[config.mk]
export PLATFORM = sky130hd
export DESIGN_NAME = snes_host_top
export DESIGN_NICKNAME = d
export VERILOG_FILES = /design/src/snes_host_pkg.sv /design/src/host_settings_regs.sv /design/src/data_slot_manager.sv /design/src/pad_synchronizer.sv /design/src/video_formatter.sv /design/src/snes_host_top.sv
export VERILOG_INCLUDE_DIRS = /design/src
export SDC_FILE = /design/constraint.sdc
export NUM_CORES = 1
export LEC_CHECK = 0
export BUFFER_PORTS_ARGS = -buffer_cell sky130_fd_sc_hd__buf_2
export CORE_AREA = 2 2 221 223
export CTS_CLUSTER_SIZE = 20
export DETAILED_ROUTE_END_ITERATION = 7
export DIE_AREA = 0 0 223 225
export PLACE_DENSITY = 0.7
export SYNTH_ARGS = -nofsm -noshare
export SYNTH_HDL_FRONTEND = slang
export SYNTH_SLANG_ARGS = --single-unit
[constraint.sdc]
create_clock -name clk_74a -period 2.9 [get_ports clk_74a]
set_clock_uncertainty 0.1 [all_clocks]
set_input_delay 0.725 -clock clk_74a [delete_from_list [all_inputs] [get_ports clk_74a]]
set_output_delay 0.725 -clock clk_74a [all_outputs]
set_load 0.01 [all_outputs]
[src/snes_host_macros.svh]
// snes host constants
// bridge register map, data-table word indices, core reset hold
// length and the depth of the controller synchronizers

`ifndef SNES_HOST_MACROS_SVH
`define SNES_HOST_MACROS_SVH

//////////////////////////////
// bridge write addresses
//////////////////////////////

`define SNES_REG_DOWNLOAD      32'h0000_0000
`define SNES_REG_RESET         32'h0000_0050
`define SNES_REG_MULTITAP      32'h0000_0100
`define SNES_REG_LIGHTGUN      32'h0000_0104
`define SNES_REG_AIM_SPEED     32'h0000_0108
`define SNES_REG_VIDEO         32'h0000_0200

//////////////////////////////
// host data table
//////////////////////////////

// word indices, not slot ids
`define SNES_DT_ROM_SIZE_ADDR  10'd1
`define SNES_DT_SAVE_SIZE_ADDR 10'd3
`define SNES_SAVE_SIZE_BASE    32'd1024

`define SNES_RESET_HOLD_DEFAULT 32'h0010_0000
`define SNES_SYNC_STAGES        3

`endif

[src/snes_host_pkg.sv]
// snes host shared types
// register select and sequencer enums, settings, pad, video
// and data-table request structs

`default_nettype none

package snes_host_pkg;

  // register picked by a bridge write
  typedef enum logic [2:0] {
    reg_none,
    reg_download,
    reg_reset,
    reg_multitap,
    reg_lightgun,
    reg_aim_speed,
    reg_video
  } host_reg_e;

  // what the data-table sequencer does in a phase
  typedef enum logic [0:0] {
    dt_read_rom_size,
    dt_write_save_size
  } dt_action_e;

  typedef struct packed {
    logic       download;
    logic       multitap_enabled;
    logic       lightgun_enabled;
    logic       lightgun_type;
    logic [7:0] aim_speed;
    logic       use_4_3_video;
  } core_settings_t;

  // keys use the controller bitmap, dpad in [3:0], start in [15]
  typedef struct packed {
    logic [15:0] keys;
    logic [7:0]  stick_x;
    logic [7:0]  stick_y;
  } pad_t;

  typedef pad_t [3:0] pad_array_t;

  typedef struct packed {
    logic        hblank;
    logic        vblank;
    logic        hsync;
    logic        vsync;
    logic [23:0] rgb;
  } video_in_t;

  typedef struct packed {
    logic        de;
    logic        hs;
    logic        vs;
    logic [23:0] rgb;
  } video_out_t;

  typedef struct packed {
    logic [9:0]  addr;
    logic        wren;
    logic [31:0] data;
  } datatable_req_t;

endpackage

`default_nettype wire

[src/host_settings_regs.sv]
// host settings registers
// decodes bridge writes into the core settings and stretches
// a reset register write into a long core reset

`timescale 1ns/1ps
`default_nettype none

`include "snes_host_macros.svh"

module host_settings_regs
  import snes_host_pkg::*;
#(
  parameter int unsigned reset_hold = `SNES_RESET_HOLD_DEFAULT
) (
  input  wire             clk_74a,
  input  wire             pll_core_locked,
  input  wire             bridge_wr,
  input  wire      [31:0] bridge_addr,
  input  wire      [31:0] bridge_wr_data,
  output core_settings_t  settings,
  output logic            core_reset
);

  host_reg_e   reg_sel;
  logic [31:0] reset_count;

  //////////////////////////////
  // address decode
  //////////////////////////////

  always_comb begin
    reg_sel = reg_none;
    if (bridge_wr) begin
      case (bridge_addr)
        `SNES_REG_DOWNLOAD:  reg_sel = reg_download;
        `SNES_REG_RESET:     reg_sel = reg_reset;
        `SNES_REG_MULTITAP:  reg_sel = reg_multitap;
        `SNES_REG_LIGHTGUN:  reg_sel = reg_lightgun;
        `SNES_REG_AIM_SPEED: reg_sel = reg_aim_speed;
        `SNES_REG_VIDEO:     reg_sel = reg_video;
        default:             reg_sel = reg_none;
      endcase
    end
  end

  always_ff @(posedge clk_74a or negedge pll_core_locked) begin
    if (!pll_core_locked) begin
      settings    <= '0;
      reset_count <= '0;
    end else begin
      if (reset_count != 0) begin
        reset_count <= reset_count - 32'd1;
      end
      case (reg_sel)
        reg_download:  settings.download <= bridge_wr_data[0];
        // a rewrite restarts the hold
        reg_reset:     reset_count <= 32'(reset_hold);
        reg_multitap:  settings.multitap_enabled <= bridge_wr_data[0];
        reg_lightgun: begin
          settings.lightgun_enabled <= bridge_wr_data[0];
          settings.lightgun_type    <= bridge_wr_data[1];
        end
        reg_aim_speed: settings.aim_speed <= bridge_wr_data[7:0];
        reg_video:     settings.use_4_3_video <= bridge_wr_data[0];
        default: ;
      endcase
    end
  end

  // held while the pll is out of lock too
  assign core_reset = !pll_core_locked || (reset_count != 0);

  // every mapped address lands on a register
  assert property (@(posedge clk_74a) disable iff (!pll_core_locked)
    bridge_wr && (bridge_addr inside {`SNES_REG_DOWNLOAD, `SNES_REG_RESET,
      `SNES_REG_MULTITAP, `SNES_REG_LIGHTGUN, `SNES_REG_AIM_SPEED,
      `SNES_REG_VIDEO}) |-> reg_sel != reg_none);

endmodule

`default_nettype wire

[src/data_slot_manager.sv]
// data slot manager
// eight-phase sequencer that reads the rom size from the host
// data table and writes back the save size, plus the save flag

`timescale 1ns/1ps
`default_nettype none

`include "snes_host_macros.svh"

module data_slot_manager
  import snes_host_pkg::*;
(
  input  wire             clk_74a,
  input  wire             pll_core_locked,
  input  wire      [3:0]  sram_size,
  input  wire      [31:0] datatable_q,
  input  wire             dataslot_requestread,
  input  wire             dataslot_requestwrite,
  input  wire             dataslot_allcomplete,
  output datatable_req_t  datatable_req,
  output logic     [31:0] rom_file_size,
  output logic            save_download
);

  logic [2:0]  phase;
  dt_action_e  action;
  logic [31:0] save_size;
  logic        allcomplete_prev;

  //////////////////////////////
  // data-table sequencer
  //////////////////////////////

  // upper three phases write, the rest read
  assign action = (phase > 3'd4) ? dt_write_save_size : dt_read_rom_size;

  // size code 0 means no cartridge sram
  assign save_size = (sram_size != 4'd0) ? (`SNES_SAVE_SIZE_BASE << sram_size) : 32'd0;

  always_ff @(posedge clk_74a or negedge pll_core_locked) begin
    if (!pll_core_locked) begin
      phase         <= '0;
      datatable_req <= '0;
      rom_file_size <= '0;
    end else begin
      phase <= phase + 3'd1;
      if (action == dt_write_save_size) begin
        datatable_req.wren <= 1'b1;
        datatable_req.addr <= `SNES_DT_SAVE_SIZE_ADDR;
        datatable_req.data <= save_size;
      end else begin
        datatable_req.wren <= 1'b0;
        datatable_req.addr <= `SNES_DT_ROM_SIZE_ADDR;
        // read address has been stable for several cycles here
        if (phase == 3'd4) begin
          rom_file_size <= datatable_q;
        end
      end
    end
  end

  //////////////////////////////
  // save transfer flag
  //////////////////////////////

  always_ff @(posedge clk_74a or negedge pll_core_locked) begin
    if (!pll_core_locked) begin
      allcomplete_prev <= 1'b0;
      save_download    <= 1'b0;
    end else begin
      allcomplete_prev <= dataslot_allcomplete;
      if (dataslot_requestread || dataslot_requestwrite) begin
        save_download <= 1'b1;
      end else if (dataslot_allcomplete && !allcomplete_prev) begin
        save_download <= 1'b0;
      end
    end
  end

  assert property (@(posedge clk_74a) disable iff (!pll_core_locked)
    datatable_req.wren |-> datatable_req.addr == `SNES_DT_SAVE_SIZE_ADDR);

endmodule

`default_nettype wire

[src/pad_synchronizer.sv]
// controller synchronizer
// carries one controller's keys and left stick through a short
// register chain into the clk_74a domain

`timescale 1ns/1ps
`default_nettype none

`include "snes_host_macros.svh"

module pad_synchronizer
  import snes_host_pkg::*;
(
  input  wire         clk_74a,
  input  wire         pll_core_locked,
  input  wire  [15:0] key,
  input  wire  [31:0] joy,
  output pad_t        pad
);

  pad_t [`SNES_SYNC_STAGES-1:0] sync_q;
  pad_t                         pad_in;

  // left stick only, right stick bytes in joy[31:16] are dropped
  assign pad_in = '{keys: key, stick_x: joy[7:0], stick_y: joy[15:8]};

  always_ff @(posedge clk_74a or negedge pll_core_locked) begin
    if (!pll_core_locked) begin
      sync_q <= '0;
    end else begin
      sync_q <= {sync_q[`SNES_SYNC_STAGES-2:0], pad_in};
    end
  end

  // last stage of the chain
  assign pad = sync_q[`SNES_SYNC_STAGES-1];

endmodule

`default_nettype wire

[src/video_formatter.sv]
// video formatter
// turns emulator blanking and syncs into scaler video with
// data enable, single-cycle sync pulses and the end-of-line
// slot word carrying the pal and 4:3 flags

`timescale 1ns/1ps
`default_nettype none

module video_formatter
  import snes_host_pkg::*;
(
  input  wire        clk_74a,
  input  wire        pll_core_locked,
  input  video_in_t  video_in,
  input  wire        pal,
  input  wire        use_4_3_video,
  output video_out_t video_out
);

  logic        de;
  logic        de_prev;
  logic        hs_prev;
  logic        vs_prev;
  logic [23:0] slot_word;

  // active area is anywhere outside both blanks
  assign de = !(video_in.hblank || video_in.vblank);

  // pal in bit 14, 4:3 flag in bit 13
  assign slot_word = {9'b0, pal, use_4_3_video, 13'b0};

  //////////////////////////////
  // output register
  //////////////////////////////

  always_ff @(posedge clk_74a or negedge pll_core_locked) begin
    if (!pll_core_locked) begin
      video_out <= '0;
      de_prev   <= 1'b0;
      hs_prev   <= 1'b0;
      vs_prev   <= 1'b0;
    end else begin
      video_out.de <= de;

      if (de) begin
        video_out.rgb <= video_in.rgb;
      end else if (de_prev) begin
        // first blank cycle after the last pixel
        video_out.rgb <= slot_word;
      end else begin
        video_out.rgb <= 24'h0;
      end

      // single-cycle pulse on each sync rise
      video_out.hs <= video_in.hsync && !hs_prev;
      video_out.vs <= video_in.vsync && !vs_prev;

      de_prev <= de;
      hs_prev <= video_in.hsync;
      vs_prev <= video_in.vsync;
    end
  end

  assert property (@(posedge clk_74a) disable iff (!pll_core_locked)
    video_out.hs |=> !video_out.hs);

endmodule

`default_nettype wire

[src/snes_host_top.sv]
// snes host top level
// joins the settings registers, data-slot manager, controller
// synchronizers and video formatter around the emulator core

`timescale 1ns/1ps
`default_nettype none

`include "snes_host_macros.svh"

module snes_host_top
  import snes_host_pkg::*;
#(
  parameter int unsigned reset_hold = `SNES_RESET_HOLD_DEFAULT
) (
  input  wire                  clk_74a,
  input  wire                  pll_core_locked,

  // bridge writes
  input  wire                  bridge_wr,
  input  wire       [31:0]     bridge_addr,
  input  wire       [31:0]     bridge_wr_data,

  // host data table and slots
  input  wire       [3:0]      sram_size,
  input  wire       [31:0]     datatable_q,
  input  wire                  dataslot_requestread,
  input  wire                  dataslot_requestwrite,
  input  wire                  dataslot_allcomplete,

  // controllers, index 0 is player 1
  input  wire       [3:0][15:0] cont_key,
  input  wire       [3:0][31:0] cont_joy,

  input  video_in_t            video_in,
  input  wire                  pal,

  output core_settings_t       settings,
  output logic                 core_reset,
  output datatable_req_t       datatable_req,
  output logic      [31:0]     rom_file_size,
  output logic                 save_download,
  output pad_array_t           pads,
  output video_out_t           video_out
);

  //////////////////////////////
  // host housekeeping
  //////////////////////////////

  host_settings_regs #(
    .reset_hold(reset_hold)
  ) u_settings (
    .clk_74a        (clk_74a),
    .pll_core_locked(pll_core_locked),
    .bridge_wr      (bridge_wr),
    .bridge_addr    (bridge_addr),
    .bridge_wr_data (bridge_wr_data),
    .settings       (settings),
    .core_reset     (core_reset)
  );

  data_slot_manager u_data_slot (
    .clk_74a              (clk_74a),
    .pll_core_locked      (pll_core_locked),
    .sram_size            (sram_size),
    .datatable_q          (datatable_q),
    .dataslot_requestread (dataslot_requestread),
    .dataslot_requestwrite(dataslot_requestwrite),
    .dataslot_allcomplete (dataslot_allcomplete),
    .datatable_req        (datatable_req),
    .rom_file_size        (rom_file_size),
    .save_download        (save_download)
  );

  //////////////////////////////
  // controllers
  //////////////////////////////

  for (genvar i = 0; i < 4; i++) begin : g_pad
    pad_synchronizer u_pad (
      .clk_74a        (clk_74a),
      .pll_core_locked(pll_core_locked),
      .key            (cont_key[i]),
      .joy            (cont_joy[i]),
      .pad            (pads[i])
    );
  end

  // scaler video, one pixel per clk_74a
  video_formatter u_video (
    .clk_74a        (clk_74a),
    .pll_core_locked(pll_core_locked),
    .video_in       (video_in),
    .pal            (pal),
    .use_4_3_video  (settings.use_4_3_video),
    .video_out      (video_out)
  );

endmodule

`default_nettype wire

Yosys cells after proc, flatten, opt, wreduce, memory -nomap -nowiden
Cells that the tools add are included.
{"block": "word_totals", "ff_bits": 530, "inputBits": 327, "wordCells": 101, "output_inout_bits": 245}
{"block": "op_classes", "eq_ne": 12, "shift": 1, "reduce_logical": 17, "order_cmp": 1, "addsub": 2, "bitwise": 1, "muxes": 11}
{"cell": "$eq 32x9->1 const B", "n": 3}
{"cell": "$mux 32", "n": 3}
{"cell": "$eq 32x10->1 const B", "n": 1}
{"cell": "$eq 32x7->1 const B", "n": 1}
{"cell": "$logic_not 32->1", "n": 1}
{"cell": "$reduce_bool 32->1", "n": 1}
{"cell": "$shl 11x4->32 const A", "n": 1}
{"cell": "$sub 32x1->32 const B", "n": 1}
{"cell": "$mux 24", "n": 1}
{"cell": "$pmux 3 s6", "n": 1}
{"cell": "$mux 15", "n": 1}
{"cell": "$eq 3x3->1 const B", "n": 4}
{"cell": "$eq 3x2->1 const B", "n": 2}
{"cell": "$mux 3", "n": 2}
{"cell": "$logic_not 1->1", "n": 5}
{"cell": "$reduce_bool 2->1", "n": 2}
{"cell": "$reduce_bool 4->1", "n": 1}
{"cell": "$add 3x1->3 const B", "n": 1}
{"cell": "$eq 3x1->1 const B", "n": 1}
{"cell": "$gt 3x3->1 const B", "n": 1}
{"cell": "$logic_and 1x1->1", "n": 3}
{"cell": "$logic_or 1x1->1", "n": 3}
{"cell": "$mux 1", "n": 3}
{"cell": "$reduce_and 2->1", "n": 1}
{"cell": "$not 1->1", "n": 1}

Logic depth before layout (Yosys ltp)
{"block": "logic_depth", "ltp_word": 5, "depth_mapped": 8}

Cells and area by module
From an unflattened synthesis, not the netlist that was laid out.
{"block": "unflattened", "hier_cells": 983, "area_unflattened_um2": 16369.4}
{"module": "pad_synchronizer", "area_per_inst_um2": 2642.5, "n_inst": 4, "cells_each": 128, "seq_area_each_um2": 2402.3}
{"module": "data_slot_manager", "area_per_inst_um2": 2427.3, "n_inst": 1, "cells_each": 163, "seq_area_each_um2": 1376.3}
{"module": "host_settings_regs", "area_per_inst_um2": 2404.8, "n_inst": 1, "cells_each": 245, "seq_area_each_um2": 1126.1}
{"module": "video_formatter", "area_per_inst_um2": 967.2, "n_inst": 1, "cells_each": 63, "seq_area_each_um2": 725.7}

Worst setup path after synthesis
OpenSTA, ideal clock, no wires.
{"block": "synth_timing", "path_kind": "register to output", "start": "register u_settings.reset_count[11]", "end": "output port core_reset", "t_required_ps": 2075, "setup_slack_ps": 159, "path_stages_with_launch": 6, "t_arrival_ps": 1916, "path_buffers": 1, "path_cell_list": "dfrtp_1 or4_4 nor4_4 buf_6 and4b_1 nand4_1"}
{"block": "synth_via", "elab_chain_len": 2}
{"element": "from (decl)", "line": "host_settings_regs.sv:25", "source": "logic [31:0] reset_count;"}
{"element": "from (signal assigned)", "line": "host_settings_regs.sv:52", "source": "reset_count <= reset_count - 32'd1;"}
{"element": "from (signal assigned)", "line": "host_settings_regs.sv:57", "source": "reg_reset: reset_count <= 32'(reset_hold);"}
{"element": "$reduce_bool 32->1", "line": "host_settings_regs.sv:71", "source": "assign core_reset = !pll_core_locked || (reset_count != 0);"}
{"element": "$logic_or 1x1->1", "line": "host_settings_regs.sv:71"}
{"element": "to (decl)", "line": "snes_host_top.sv:38", "source": "output logic core_reset,"}
No other way between the ends.

Worst setup path in the final report
{"block": "layout_timing", "start": "register u_settings.reset_count[17]", "end": "output port core_reset"}
Same word-level chain as after synthesis.

==> impl_metrics.tcl <==
set metrics [dict create \
    maxSlewViolCount 0 \
    powerDensity_nw_per_um2 751 \
    grt_pass1_vias 9078 \
    h-tree-depth 2 \
    ys_seq_area_frac 0.790 \
    cts_max_path_buffers 3 \
    path_cells "or4_4 > nor4_4 > and4b_1 > nand4_1 > buf_2" \
    timing.rr.start "u_settings.reset_count[0]" \
    synth_common_cells "dfrtp_1, buf_4, mux2_2" \
    finalSetupTns_ns -0.275 \
    ys_types 50 \
    io_buffers 459 \
    die_w_um 223 \
    hold_path_class "in -> reg" \
    cts_made_buffers 53 \
    die_area_um2 50200 \
    rsz0062_at_grt "true" \
    avgSynthCellArea_um2 16.5 \
    grt_max_degree 190 \
    max_freq_mhz 315 \
    finalHoldViolCount 0 \
    syn_inst 985 \
    power_mw 15.2 \
    yosysTopAreaCellShare 0.790 \
    cts_tree "built" \
    multi_input_area_um2 2240 \
    fillCellCount 4220 \
    rows 80 \
    yosys.area.top_type "dfrtp_1" \
    hp-start "cont_joy[103]" \
    dr.first_iter.drc_count 487 \
    ant_nets 0 \
    drc 0 \
    violations "negative setup slack" \
    start_util 0.342 \
    endpoint_kind "output pin" \
    synth_edf_count 0 \
    grt_util_all_layers 0.130 \
    worst_hold_path.num_cells 1 \
    gr-total-overflow 0 \
    netlist_area_um2 16200 \
    crit_slowest_cell "or4_4" \
    final_util 0.426 \
    wirelength_um 33200 \
    yosys_warnings 0 \
    path_clk_slew_ns 0.07 \
    area_growth_pct 24.8 \
    antenna_found_initial 10 \
    io_pins 572 \
    required_ns 2.08 \
    grt_pass1_wl_um 50600 \
    worstPathArrival_ns 2.35 \
    finalSetupViolCount 1 \
    final.min_clock_period_ns 3.17 \
    final_nets 1704 \
    relSlewSlack 0.312 \
    fp.coreArea_um2 47500 \
    dr.pass1.iters 4 \
    ys_seq_elements 513 \
    die_h_um 225 \
    clock-sinks 513 \
    drt-vias-per-instance 4.21 \
    start_kind "flip-flop" \
    critPathMaxStageDelay_ns 0.53 \
    cellLeakagePower_nw 9.68 \
    post-dp-hpwl_um 23300 \
    drive_above_1_share 0.447 \
    wire_per_inst_um 16.3 \
    vdd_drop_max_mv 0.375 \
    min_to "g_pad[3].u_pad.sync_q[15]" \
    ys.flop_type "dfrtp_1" \
    fin_hold_ws_ns 0.134 \
    worst-setup-path-type "reg -> out" \
    async_flop_share 1.00 \
    gp_congestion 0.773 \
    synth.top_cells.by_area "dfrtp_1, buf_4, mux2_2" \
    root_buffer "clkbuf_16" \
    cap_violations 0 \
    worstSkewPairLatency_ns 0.60 \
    rrSetupSlack_ns 0.41 \
    rr_endpoint "u_settings.reset_count[14]" \
    finalWorstSetupSlack_ns -0.275 \
    status "complete, but fails checks" \
    num_vias 8570 \
    reg2reg_depth 7 \
    dp_slack_ns 0.177 \
    yosys.cell_count.top_type "dfrtp_1" \
    ff_latch_area_um2 12800 \
    path_max_fanout 4 \
    finalCritPeriodShare 1.09 \
    tightest_slew_ns 1.03 \
]
where the power goes:
part	internal (mW)	total, mW	switching, mW
registers	7.47	7.56	0.0893
clock network	4.20	7.03	2.83
logic	0.249	0.625	0.376
layout make-up:
class | count | area share
Inverter | 6 | 0.00111
Clock buffer | 71 | 0.0737
Tap cell | 615 | 0.0380
Sequential cell | 513 | 0.633
Clock inverter | 26 | 0.0180
Timing Repair Buffer | 482 | 0.124
Multi-Input combinational cell | 317 | 0.111
Antenna cell | 6 | 0.000741
what timing repair did:
action,in CTS,in global routing
pin swaps,5,0
cloned,0,0
gates resized for setup,4,1
setup endpoints to repair,1,1
hold buffers,1,0
hold endpoints to repair,12,0
buffers inserted,8,3
worst max-delay path by stage:
stage                     cells past startpoint                       start         end  slack, ns
after floorplan                               5  u_settings.reset_count[11]  core_reset       0.16
after global placement                        6  u_settings.reset_count[23]  core_reset       0.16
after CTS                                     5  u_settings.reset_count[18]  core_reset      -0.31
after detailed placement                      6  u_settings.reset_count[23]  core_reset       0.18
final                                         5  u_settings.reset_count[17]  core_reset      -0.27
after global routing                          6  u_settings.reset_count[22]  core_reset      -0.36
metrics by stage:
step | cell area, µm² | cells
4_1_cts | 20200 | 2027
2_1_floorplan | 16300 | 1008
6_report | 20300 | 2036
3_3_place_gp | 18300 | 1921
5_1_grt | 20300 | 2033
3_5_place_dp | 18300 | 1921
cells by family (layout without fill, tap and decap cells):
kind of cell / Yosys count / count (layout) / synth area share
buffers and inverters: 178 / 585 / 0.0782
other: 2 / 31 / 0.000462
XOR/XNOR: 24 / 24 / 0.0129
AND/OR/NAND/NOR: 172 / 172 / 0.0631
flip-flops: 513 / 513 / 0.790
AO/OA/AOI/OAI: 47 / 47 / 0.0209
adder cells (fa/ha/maj): 4 / 4 / 0.00308
multiplexers: 45 / 45 / 0.0312
critical path: cells and delay by family (launching register included):
family                 cells  cell delay, ns
and+or+nand+nor            4            1.16
DFF                        1            0.42
buffers and inverters      1            0.20
per-layer routing:
layer	GRT usage	vias to the layer above	part of all wire
li1	-	3854	-
met1	0.158	4329	0.40
met2	0.215	321	0.49
met3	0.0433	64	0.084
met4	0.0533	2	0.025
met5	0	-	0.00039
flip-flops by register name, indices dropped and copies added, names as in the netlist, 3 cells and up:
name and flops:
g_pad.u_pad.sync_q 256, g_pad.u_pad.pad 128, u_data_slot.rom_file_size 32, u_settings.reset_count 32, u_video.video_out 27, u_data_slot.datatable_req 18
u_settings.settings 13, u_data_slot.phase 3
layout by cell type, fill, tap and decap left out, types with 12 or more instances in the layout:
cell	synthesis	final
and2_1	23	23
buf_2	4	458
buf_4	155	19
clkbuf_16	0	53
conb_1	2	25
dfrtp_1	513	512
mux2_2	45	45
nand2_1	23	23
nand4_1	13	13
nor2_1	34	34
nor4_1	12	12
xnor2_1	13	13
No activity file was read; power rests on OpenSTA's default activity.
